**config.mk**
```make
export PLATFORM = sky130hd
export DESIGN_NAME = snakeVgaTop
export DESIGN_NICKNAME = d
export VERILOG_FILES = /design/src/snakeVgaPkg.sv /design/src/snakeVgaTop.sv /design/src/pixelCompositor.sv /design/src/panelLayer.sv /design/src/boardLayer.sv /design/src/rasterTiming.sv
export SDC_FILE = /design/constraint.sdc
export NUM_CORES = 1
export LEC_CHECK = 0
export ABC_CLOCK_PERIOD_IN_PS = 10000
export BUFFER_PORTS_ARGS = -buffer_cell sky130_fd_sc_hd__buf_4
export CAP_MARGIN = 0
export CORE_ASPECT_RATIO = 0.6
export CORE_MARGIN = 2
export CORE_UTILIZATION = 36
export CTS_CLUSTER_DIAMETER = 150
export CTS_CLUSTER_SIZE = 14
export DETAILED_ROUTE_END_ITERATION = 12
export PLACE_DENSITY = 0.69
export SYNTH_ARGS = -nofsm -noshare
export SYNTH_HDL_FRONTEND = slang
export SYNTH_SLANG_ARGS = --single-unit
```
**constraint.sdc**
```tcl
create_clock -name iVGA_CLK -period 10 [get_ports iVGA_CLK]
set_clock_uncertainty 0.15 [all_clocks]
set_input_delay 0.5 -clock iVGA_CLK [delete_from_list [all_inputs] [get_ports iVGA_CLK]]
set_output_delay 0.5 -clock iVGA_CLK [all_outputs]
set_load 0.01 [all_outputs]
```
**src/snakeVgaPkg.sv**
```systemverilog
package snakeVgaPkg;

	//////////////////////////////////////////////////////////////////////
	// shared types
	//////////////////////////////////////////////////////////////////////

	// screen row or column, covers the full 800 x 525 raster
	typedef logic [9:0] pixelCoordT;

	// board cell number, row * 40 + column
	typedef logic [10:0] cellPosT;

	// 3-3-2 colour index, red in the top bits
	typedef logic [7:0] colorIndexT;

	// timer level from the game logic, 0 to 100
	typedef logic [31:0] timerT;

	// game stage as driven by the game logic
	typedef enum logic [31:0] {
		stageTitle     = 32'd0,
		stagePlaying   = 32'd2,
		stageHighscore = 32'd3
	} stageT;

	//////////////////////////////////////////////////////////////////////
	// 640 x 480 at 60 Hz, 25 MHz pixel clock
	//////////////////////////////////////////////////////////////////////

	localparam int hActive = 640;
	localparam int hFront  = 16;
	localparam int hSync   = 96;
	localparam int hBack   = 48;
	localparam int hTotal  = hActive + hFront + hSync + hBack;

	localparam int vActive = 480;
	localparam int vFront  = 10;
	localparam int vSync   = 2;
	localparam int vBack   = 33;
	localparam int vTotal  = vActive + vFront + vSync + vBack;

	// board geometry, 40 x 40 cells of 12 pixels
	localparam int cellPixels   = 12;
	localparam int boardCells   = 40;
	localparam int boardPixels  = cellPixels * boardCells;
	localparam int bodySegments = 10;

	// side panel bars
	localparam int barLeft         = 520;
	localparam int barRight        = 600;
	localparam int barWidth        = barRight - barLeft;
	localparam int heartsRowTop    = 60;
	localparam int heartsRowBottom = 80;
	localparam int invincRowTop    = 100;
	localparam int invincRowBottom = 120;

	// colour indices
	localparam colorIndexT colorBody   = 8'h14;
	localparam colorIndexT colorHead   = 8'h1F;
	localparam colorIndexT colorApple  = 8'hE0;
	localparam colorIndexT colorInvinc = 8'h03;
	localparam colorIndexT colorCheckA = 8'h49;
	localparam colorIndexT colorCheckB = 8'h6D;
	localparam colorIndexT colorPanel  = 8'h1C;
	localparam colorIndexT colorBar    = 8'h55;
	localparam colorIndexT colorBlack  = 8'h00;

	// raster position to RGB, one layer stage plus one output stage
	localparam int renderLatency = 2;

endpackage
```
**src/snakeVgaTop.sv**
```systemverilog
module snakeVgaTop (
	input  logic                    iVGA_CLK,
	input  logic                    iRST_n,
	input  snakeVgaPkg::stageT      stage,
	input  snakeVgaPkg::cellPosT    head1Pos,
	input  snakeVgaPkg::cellPosT    head2Pos,
	input  logic [snakeVgaPkg::bodySegments*$bits(snakeVgaPkg::cellPosT)-1:0] body1,
	input  logic [snakeVgaPkg::bodySegments*$bits(snakeVgaPkg::cellPosT)-1:0] body2,
	input  snakeVgaPkg::cellPosT    applePos,
	input  snakeVgaPkg::cellPosT    invincPos,
	input  snakeVgaPkg::timerT      heartsTimer,
	input  snakeVgaPkg::timerT      invincTimer,
	output logic                    oHS,
	output logic                    oVS,
	output logic                    oBLANK_n,
	output logic [7:0]              rData,
	output logic [7:0]              gData,
	output logic [7:0]              bData
);
	import snakeVgaPkg::*;

	// raster position and levels
	pixelCoordT pixelRow;
	pixelCoordT pixelCol;
	logic       activeVideo;
	logic       hSyncRaw;
	logic       vSyncRaw;

	// layer colours, one cycle behind the raster
	colorIndexT boardColor;
	colorIndexT panelColor;

	//////////////////////////////////////////////////////////////////////
	// raster, two layers side by side, then the compositor
	//////////////////////////////////////////////////////////////////////

	rasterTiming rasterTiming_i (
		.iVGA_CLK    (iVGA_CLK),
		.iRST_n      (iRST_n),
		.pixelRow    (pixelRow),
		.pixelCol    (pixelCol),
		.activeVideo (activeVideo),
		.hSyncRaw    (hSyncRaw),
		.vSyncRaw    (vSyncRaw)
	);

	boardLayer boardLayer_i (
		.iVGA_CLK   (iVGA_CLK),
		.iRST_n     (iRST_n),
		.pixelRow   (pixelRow),
		.pixelCol   (pixelCol),
		.head1Pos   (head1Pos),
		.head2Pos   (head2Pos),
		.body1      (body1),
		.body2      (body2),
		.applePos   (applePos),
		.invincPos  (invincPos),
		.boardColor (boardColor)
	);

	panelLayer panelLayer_i (
		.iVGA_CLK    (iVGA_CLK),
		.iRST_n      (iRST_n),
		.pixelRow    (pixelRow),
		.pixelCol    (pixelCol),
		.heartsTimer (heartsTimer),
		.invincTimer (invincTimer),
		.panelColor  (panelColor)
	);

	pixelCompositor pixelCompositor_i (
		.iVGA_CLK    (iVGA_CLK),
		.iRST_n      (iRST_n),
		.stage       (stage),
		.boardColor  (boardColor),
		.panelColor  (panelColor),
		.pixelCol    (pixelCol),
		.activeVideo (activeVideo),
		.hSyncRaw    (hSyncRaw),
		.vSyncRaw    (vSyncRaw),
		.oHS         (oHS),
		.oVS         (oVS),
		.oBLANK_n    (oBLANK_n),
		.rData       (rData),
		.gData       (gData),
		.bData       (bData)
	);

endmodule

```
**src/pixelCompositor.sv**
```systemverilog
module pixelCompositor (
	input  logic                    iVGA_CLK,
	input  logic                    iRST_n,
	input  snakeVgaPkg::stageT      stage,
	input  snakeVgaPkg::colorIndexT boardColor,
	input  snakeVgaPkg::colorIndexT panelColor,
	input  snakeVgaPkg::pixelCoordT pixelCol,
	input  logic                    activeVideo,
	input  logic                    hSyncRaw,
	input  logic                    vSyncRaw,
	output logic                    oHS,
	output logic                    oVS,
	output logic                    oBLANK_n,
	output logic [7:0]              rData,
	output logic [7:0]              gData,
	output logic [7:0]              bData
);
	import snakeVgaPkg::*;

	// raster side waits for the layer registers
	localparam int alignDepth = renderLatency - 1;

	pixelCoordT colDly    [alignDepth];
	logic       activeDly [alignDepth];
	logic       hsDly     [alignDepth];
	logic       vsDly     [alignDepth];
	colorIndexT pixelIndex;

	//////////////////////////////////////////////////////////////////////
	// raster alignment
	//////////////////////////////////////////////////////////////////////

	always_ff @(posedge iVGA_CLK or negedge iRST_n) begin
		if (!iRST_n) begin
			for (int k = 0; k < alignDepth; k++) begin
				colDly[k]    <= '0;
				activeDly[k] <= 1'b0;
				hsDly[k]     <= 1'b1;
				vsDly[k]     <= 1'b1;
			end
		end else begin
			colDly[0]    <= pixelCol;
			activeDly[0] <= activeVideo;
			hsDly[0]     <= hSyncRaw;
			vsDly[0]     <= vSyncRaw;
			for (int k = 1; k < alignDepth; k++) begin
				colDly[k]    <= colDly[k-1];
				activeDly[k] <= activeDly[k-1];
				hsDly[k]     <= hsDly[k-1];
				vsDly[k]     <= vsDly[k-1];
			end
		end
	end

	// board on the left, panel on the right, black outside play
	always_comb begin
		if (stage != stagePlaying) begin
			pixelIndex = colorBlack;
		end else if (colDly[alignDepth-1] < pixelCoordT'(boardPixels)) begin
			pixelIndex = boardColor;
		end else begin
			pixelIndex = panelColor;
		end
	end

	//////////////////////////////////////////////////////////////////////
	// 3-3-2 expansion and output registers
	//////////////////////////////////////////////////////////////////////

	always_ff @(posedge iVGA_CLK or negedge iRST_n) begin
		if (!iRST_n) begin
			oHS      <= 1'b1;
			oVS      <= 1'b1;
			oBLANK_n <= 1'b0;
			rData    <= '0;
			gData    <= '0;
			bData    <= '0;
		end else begin
			oHS      <= hsDly[alignDepth-1];
			oVS      <= vsDly[alignDepth-1];
			oBLANK_n <= activeDly[alignDepth-1];
			// black during blanking
			if (activeDly[alignDepth-1]) begin
				rData <= {pixelIndex[7:5], pixelIndex[7:5], pixelIndex[7:6]};
				gData <= {pixelIndex[4:2], pixelIndex[4:2], pixelIndex[4:3]};
				bData <= {4{pixelIndex[1:0]}};
			end else begin
				rData <= '0;
				gData <= '0;
				bData <= '0;
			end
		end
	end

endmodule

```
**src/panelLayer.sv**
```systemverilog
module panelLayer (
	input  logic                    iVGA_CLK,
	input  logic                    iRST_n,
	input  snakeVgaPkg::pixelCoordT pixelRow,
	input  snakeVgaPkg::pixelCoordT pixelCol,
	input  snakeVgaPkg::timerT      heartsTimer,
	input  snakeVgaPkg::timerT      invincTimer,
	output snakeVgaPkg::colorIndexT panelColor
);
	import snakeVgaPkg::*;

	logic       inBarCols;
	logic       inHeartsRows;
	logic       inInvincRows;
	colorIndexT colorNext;

	// bar edge at barLeft + barWidth * level / 100, kept in integers
	function automatic logic barLit(pixelCoordT col, timerT level);
		logic [31:0] colScaled;
		logic [31:0] edgeScaled;
		colScaled  = 32'(col) * 32'd100;
		edgeScaled = 32'(barWidth) * level + 32'(barLeft * 100);
		return colScaled < edgeScaled;
	endfunction

	//////////////////////////////////////////////////////////////////////
	// bar windows, all bounds exclusive
	//////////////////////////////////////////////////////////////////////

	assign inBarCols = (pixelCol > pixelCoordT'(barLeft)) &&
		(pixelCol < pixelCoordT'(barRight));
	assign inHeartsRows = (pixelRow > pixelCoordT'(heartsRowTop)) &&
		(pixelRow < pixelCoordT'(heartsRowBottom));
	assign inInvincRows = (pixelRow > pixelCoordT'(invincRowTop)) &&
		(pixelRow < pixelCoordT'(invincRowBottom));

	always_comb begin
		colorNext = colorPanel;
		// hearts bar
		if (inBarCols && inHeartsRows && barLit(pixelCol, heartsTimer)) begin
			colorNext = colorBar;
		end
		// invincibility bar
		if (inBarCols && inInvincRows && barLit(pixelCol, invincTimer)) begin
			colorNext = colorBar;
		end
	end

	// same stage as the board layer
	always_ff @(posedge iVGA_CLK or negedge iRST_n) begin
		if (!iRST_n) begin
			panelColor <= colorBlack;
		end else begin
			panelColor <= colorNext;
		end
	end

endmodule

```
**src/boardLayer.sv**
```systemverilog
module boardLayer (
	input  logic                    iVGA_CLK,
	input  logic                    iRST_n,
	input  snakeVgaPkg::pixelCoordT pixelRow,
	input  snakeVgaPkg::pixelCoordT pixelCol,
	input  snakeVgaPkg::cellPosT    head1Pos,
	input  snakeVgaPkg::cellPosT    head2Pos,
	input  logic [snakeVgaPkg::bodySegments*$bits(snakeVgaPkg::cellPosT)-1:0] body1,
	input  logic [snakeVgaPkg::bodySegments*$bits(snakeVgaPkg::cellPosT)-1:0] body2,
	input  snakeVgaPkg::cellPosT    applePos,
	input  snakeVgaPkg::cellPosT    invincPos,
	output snakeVgaPkg::colorIndexT boardColor
);
	import snakeVgaPkg::*;

	localparam int posBits  = $bits(cellPosT);
	localparam int segTotal = 2 * bodySegments;

	pixelCoordT                   cellRow;
	pixelCoordT                   cellCol;
	cellPosT                      cellNum;
	logic                         inBoard;
	logic [segTotal*posBits-1:0]  bodyAll;
	logic [segTotal-1:0]          segHit;
	logic                         bodyHit;
	logic                         headHit;
	logic                         appleHit;
	logic                         invincHit;
	colorIndexT                   colorNext;

	//////////////////////////////////////////////////////////////////////
	// pixel to cell
	//////////////////////////////////////////////////////////////////////

	// constant divide, 12 pixels per cell
	assign cellRow = pixelCoordT'(pixelRow / cellPixels);
	assign cellCol = pixelCoordT'(pixelCol / cellPixels);
	assign cellNum = cellPosT'(cellRow * boardCells + cellCol);

	// outside the 480 x 480 square nothing matches
	assign inBoard = (pixelCol < pixelCoordT'(boardPixels)) &&
		(pixelRow < pixelCoordT'(boardPixels));

	//////////////////////////////////////////////////////////////////////
	// segment matching
	//////////////////////////////////////////////////////////////////////

	// snake 2 on top, segment 0 of snake 1 in the low bits
	assign bodyAll = {body2, body1};

	// one comparator per body segment
	genvar i;
	generate
		for (i = 0; i < segTotal; i++) begin : gSegMatch
			assign segHit[i] = (bodyAll[i*posBits +: posBits] == cellNum);
		end
	endgenerate

	assign bodyHit   = inBoard && (|segHit);
	assign headHit   = inBoard && ((head1Pos == cellNum) || (head2Pos == cellNum));
	assign appleHit  = inBoard && (applePos == cellNum);
	assign invincHit = inBoard && (invincPos == cellNum);

	//////////////////////////////////////////////////////////////////////
	// colour choice, later tests win
	//////////////////////////////////////////////////////////////////////

	always_comb begin
		// checkerboard from cell parity
		if (cellRow[0] ^ cellCol[0]) begin
			colorNext = colorCheckB;
		end else begin
			colorNext = colorCheckA;
		end
		if (bodyHit) begin
			colorNext = colorBody;
		end
		if (headHit) begin
			colorNext = colorHead;
		end
		if (appleHit) begin
			colorNext = colorApple;
		end
		// item beats everything
		if (invincHit) begin
			colorNext = colorInvinc;
		end
	end

	// one cycle after the raster position
	always_ff @(posedge iVGA_CLK or negedge iRST_n) begin
		if (!iRST_n) begin
			boardColor <= colorBlack;
		end else begin
			boardColor <= colorNext;
		end
	end

endmodule

```
**src/rasterTiming.sv**
```systemverilog
module rasterTiming (
	input  logic                   iVGA_CLK,
	input  logic                   iRST_n,
	output snakeVgaPkg::pixelCoordT pixelRow,
	output snakeVgaPkg::pixelCoordT pixelCol,
	output logic                   activeVideo,
	output logic                   hSyncRaw,
	output logic                   vSyncRaw
);
	import snakeVgaPkg::*;

	pixelCoordT colNext;
	pixelCoordT rowNext;
	logic       lineEnd;
	logic       frameEnd;
	logic       hPulse;
	logic       vPulse;
	logic       inPicture;

	//////////////////////////////////////////////////////////////////////
	// next raster position
	//////////////////////////////////////////////////////////////////////

	always_comb begin
		lineEnd  = (pixelCol == pixelCoordT'(hTotal - 1));
		frameEnd = (pixelRow == pixelCoordT'(vTotal - 1));

		// column wraps every line
		if (lineEnd) begin
			colNext = '0;
		end else begin
			colNext = pixelCol + 1'b1;
		end

		// line only moves at the end of a line
		if (lineEnd && frameEnd) begin
			rowNext = '0;
		end else if (lineEnd) begin
			rowNext = pixelRow + 1'b1;
		end else begin
			rowNext = pixelRow;
		end
	end

	//////////////////////////////////////////////////////////////////////
	// decode from the next position
	//////////////////////////////////////////////////////////////////////

	// decoded one step early so the levels line up with the counters
	always_comb begin
		hPulse    = (colNext >= pixelCoordT'(hActive + hFront)) &&
			(colNext < pixelCoordT'(hActive + hFront + hSync));
		vPulse    = (rowNext >= pixelCoordT'(vActive + vFront)) &&
			(rowNext < pixelCoordT'(vActive + vFront + vSync));
		inPicture = (colNext < pixelCoordT'(hActive)) && (rowNext < pixelCoordT'(vActive));
	end

	// counters plus registered levels
	always_ff @(posedge iVGA_CLK or negedge iRST_n) begin
		if (!iRST_n) begin
			pixelCol    <= '0;
			pixelRow    <= '0;
			// levels match position 0,0
			activeVideo <= 1'b1;
			hSyncRaw    <= 1'b1;
			vSyncRaw    <= 1'b1;
		end else begin
			pixelCol    <= colNext;
			pixelRow    <= rowNext;
			activeVideo <= inPicture;
			// syncs are active low
			hSyncRaw    <= ~hPulse;
			vSyncRaw    <= ~vPulse;
		end
	end

endmodule

```
==> out/metrics.yaml <==
yosys:
  syn-cell-area_mm2: 0.0128
  synthMostInstantiatedCell: "ha_1"
  syn_nets: 2157
  yosysTopAreaCellShare_pct: 18.5
  synth_top_family_by_area: "XOR/XNOR gates"
  synthAdderAreaFrac_pct: 19.9
  synth_xor_area_share_pct: 23.4
  netlist_instances: 1597
  yosys.area_share.simple_pct: 20.2
  synth_commonest_cells: "ha_1 (189), xor2_1 (187), xnor2_1 (155)"
  synth_top_area_cell: "ha_1"
  muxShareOfSynthArea_pct: 1.13
  avgSynthCellArea_um2: 8.02
  async_flop_share_pct: 100
  synth_compound_gate_area_share_pct: 19.9
  synth_edf_count: 0
  synth.yosys.seq_area_share_pct: 10.4
  synth_cell_type_count: 106
  yosys_most_used_dff: "dfrtp_1"
  synth_top_cells_by_area: "ha_1 (18%), xor2_1 (13%), xnor2_1 (11%)"
  ys_ff_latch: 53
  yosysWarnings: 0
timing:
  fin_crit_ps: 8550
  finalCritPeriodShare_pct: 85.5
  setup_tns_ps: 0
  tightest_slew_ps: 805
  rsz0062_at_grt: "false"
  slew_headroom_pct: 45.6
  slew_viol_final: 0
  final_hold_viol_count: 0
  final-setup-viol-count: 0
  max_freq_mhz: 117
placed_design:
  finalWeightedCongestion: 0.920
  hpwlAfterDp_mm: 34.9
  numPortBuffers: 380
route:
  routed_wl_mm: 40.9
  drt_first_pass_iters: 5
  drt-vias-per-instance: 5.39
  ant_nets: 0
  drc: 0
  drt_iter0_drc: 835
  avgRoutedWirePerCell_um: 17.0
  vias: 13000
clock_network:
  cts.clk_slew.worst_paths_ps: 70
  post-cts-setup-buffers: 0
  cts_tree: "yes"
  ctsLongestPathBuffers: 2
  h-tree-depth: 2
  post_cts_resized: 0
  insertion_delay_ps: 290
  cts_buffers: 5
  hold_buffers: 0
  root_buffer: "clkbuf_16"
  cts.sinks: 53
job:
  max-cap-violations: 0
critical_path:
  critPathRequiredTime_ps: 10020
  crit_fanout: 24
  slowest_delay_ps: 720
  crit_buf_inv: 2
  worstSetupPathType: "reg2reg"
  cpMaxStageDelayCell: "or4b_2"
  worstPathArrival_ps: 8580
  start_kind: "register"
  end_kind: "register"
  path_delay_family: "compound AO/OA/AOI/OAI gates"
cells_and_area:
  area_delta_synth_final_pct: 26.9
  drive_above_1_share_pct: 24.2
  seqCellArea_mm2: 0.00134
  fillers: 3425
  multi_input_area_mm2: 0.0109
  num-nets-final: 2500
floorplan:
  core_area_mm2: 0.0350
  ioPinCount: 389
  dieArea_mm2: 0.0372
  rows: 53
  die_w_um: 248
  start_util_pct: 36.6
  die_h_um: 150
pwr:
  p_total_mw: 0.989
  p_per_area_mw_per_mm2: 60.9
  p_leak_nw: 7.69
  ir_drop_mv: 0.0619
grt:
  grt_overflow: 0
  grt_pass1_wl_mm: 62.9
  grtUsageTotal_pct: 20.7
  antenna_found_initial: 1
  grt_pass1_vias: 12300
  grt_max_degree: 54
run_status:
  status: "completed"
worst_hold_path:
  hold_class: "in2async"
==> metrics by stage <==
step           setup WS (ps)  std cells  hold WS [ps]  util (%)  area (um^2)
2_1_floorplan           2590       1597          54.4         -        12800
3_3_place_gp            1760       2400           196      46.0        16100
3_5_place_dp            1580       2400           197      46.0        16100
4_1_cts                 1540       2408           116      46.4        16200
5_1_grt                  766       2409           152      46.4        16300
6_report                1450       2409          86.0      46.4        16300
==> power by group <==
group	switching [mW]	internal (mW)	leakage [nW]	total, mW
clock	0.0767	0.0997	0.0768	0.176
sequential	0.000132	0.215	0.663	0.215
combinational	0.293	0.304	6.95	0.598
==> state kept, by name, indices dropped and copies added, names as in the netlist, 2 cells and up <==
signal,count
panelLayer_i.panelColor,3
pixelCompositor_i.colDly,5
pixelCompositor_i.gData,3
rasterTiming_i.pixelRow,10
boardLayer_i.boardColor,8
pixelCompositor_i.bData,2
pixelCompositor_i.rData,3
rasterTiming_i.pixelCol,10
==> placed cells by master (no fill, tap or decap), drive strengths merged, types with 7 or more instances in the layout <==
| cell | synthesis | final |
|---|---|---|
| nor2 | 92 | 92 |
| ha | 189 | 189 |
| xnor2 | 155 | 155 |
| inv | 87 | 87 |
| nand4 | 38 | 38 |
| a31oi | 12 | 12 |
| nand2b | 18 | 18 |
| or2 | 12 | 12 |
| dfrtp | 46 | 46 |
| a21o | 43 | 43 |
| o211ai | 7 | 7 |
| xor2 | 187 | 187 |
| o22ai | 15 | 15 |
| dfstp | 7 | 7 |
| nor3 | 48 | 48 |
| a21oi | 91 | 91 |
| mux2i | 10 | 10 |
| nor4 | 44 | 44 |
| fa | 9 | 9 |
| a211oi | 12 | 12 |
| or3 | 11 | 11 |
| o21a | 20 | 20 |
| and2 | 9 | 9 |
| nor4b | 9 | 9 |
| a311oi | 10 | 10 |
| o21ai | 66 | 66 |
| or4 | 7 | 7 |
| a21boi | 8 | 8 |
| a211o | 8 | 8 |
| nand3 | 49 | 49 |
| and3 | 11 | 11 |
| buf | 37 | 393 |
| nor2b | 8 | 8 |
| nand2 | 86 | 86 |
==> area by class of cell <==
type,instances,area share [%]
tap,467,3.60
timing repair buffer,393,18.2
clock buffer,6,0.855
clock inverter,2,0.0847
antenna,1,0.0154
inverter,89,2.07
sequential,53,8.22
multi-input combinational,1398,67.0
==> worst register-to-register path: cells and delay by family (launching register included) <==
family / cells / cell delay (ps)
AOI/OAI and AO/OA: 9 / 2360
xor gates and xnor gates: 4 / 940
adders and majority gates: 4 / 1160
buffers and inverters: 2 / 480
DFF: 1 / 550
muxes: 3 / 500
and+or+nand+nor: 7 / 2290
==> cell families after synthesis <==
kind of cell / count (synthesis)
xor gates and xnor gates: 342
buffers and inverters: 146
AOI/OAI and AO/OA: 367
adders and majority gates: 198
muxes: 13
DFF: 53
other: 1
and+or+nand+nor: 477
==> routing by layer <==
layer,global-route usage (%),wire [um],up-vias
met2,30.9,17600,369
met3,2.17,2190,33
met1,32.0,20700,6086
met5,0,0,-
li1,-,-,6488
met4,3.20,481,0
==> worst paths after layout <==
check,startpoint,end,slack (ps),depth (start not counted)
hold reg to reg,pixelCompositor_i.vsDly$_DFF_PN1_,pixelCompositor_i.oVS$_DFF_PN1_,210,0
min in group iVGA_CLK,pixelCompositor_i.vsDly$_DFF_PN1_,pixelCompositor_i.oVS$_DFF_PN1_,210,0
hold / removal,iRST_n,pixelCompositor_i.bData[5]$_DFF_PN0_,90,1
max in group asynchronous,iRST_n,pixelCompositor_i.oBLANK_n$_DFF_PN0_,9170,1
setup / recovery,rasterTiming_i.pixelRow[9]$_DFF_PN0_,boardLayer_i.boardColor[5]$_DFF_PN0_,1450,29
setup reg to reg,rasterTiming_i.pixelRow[9]$_DFF_PN0_,boardLayer_i.boardColor[5]$_DFF_PN0_,1450,29
Note: power is estimated with default switching activity, not from simulation.
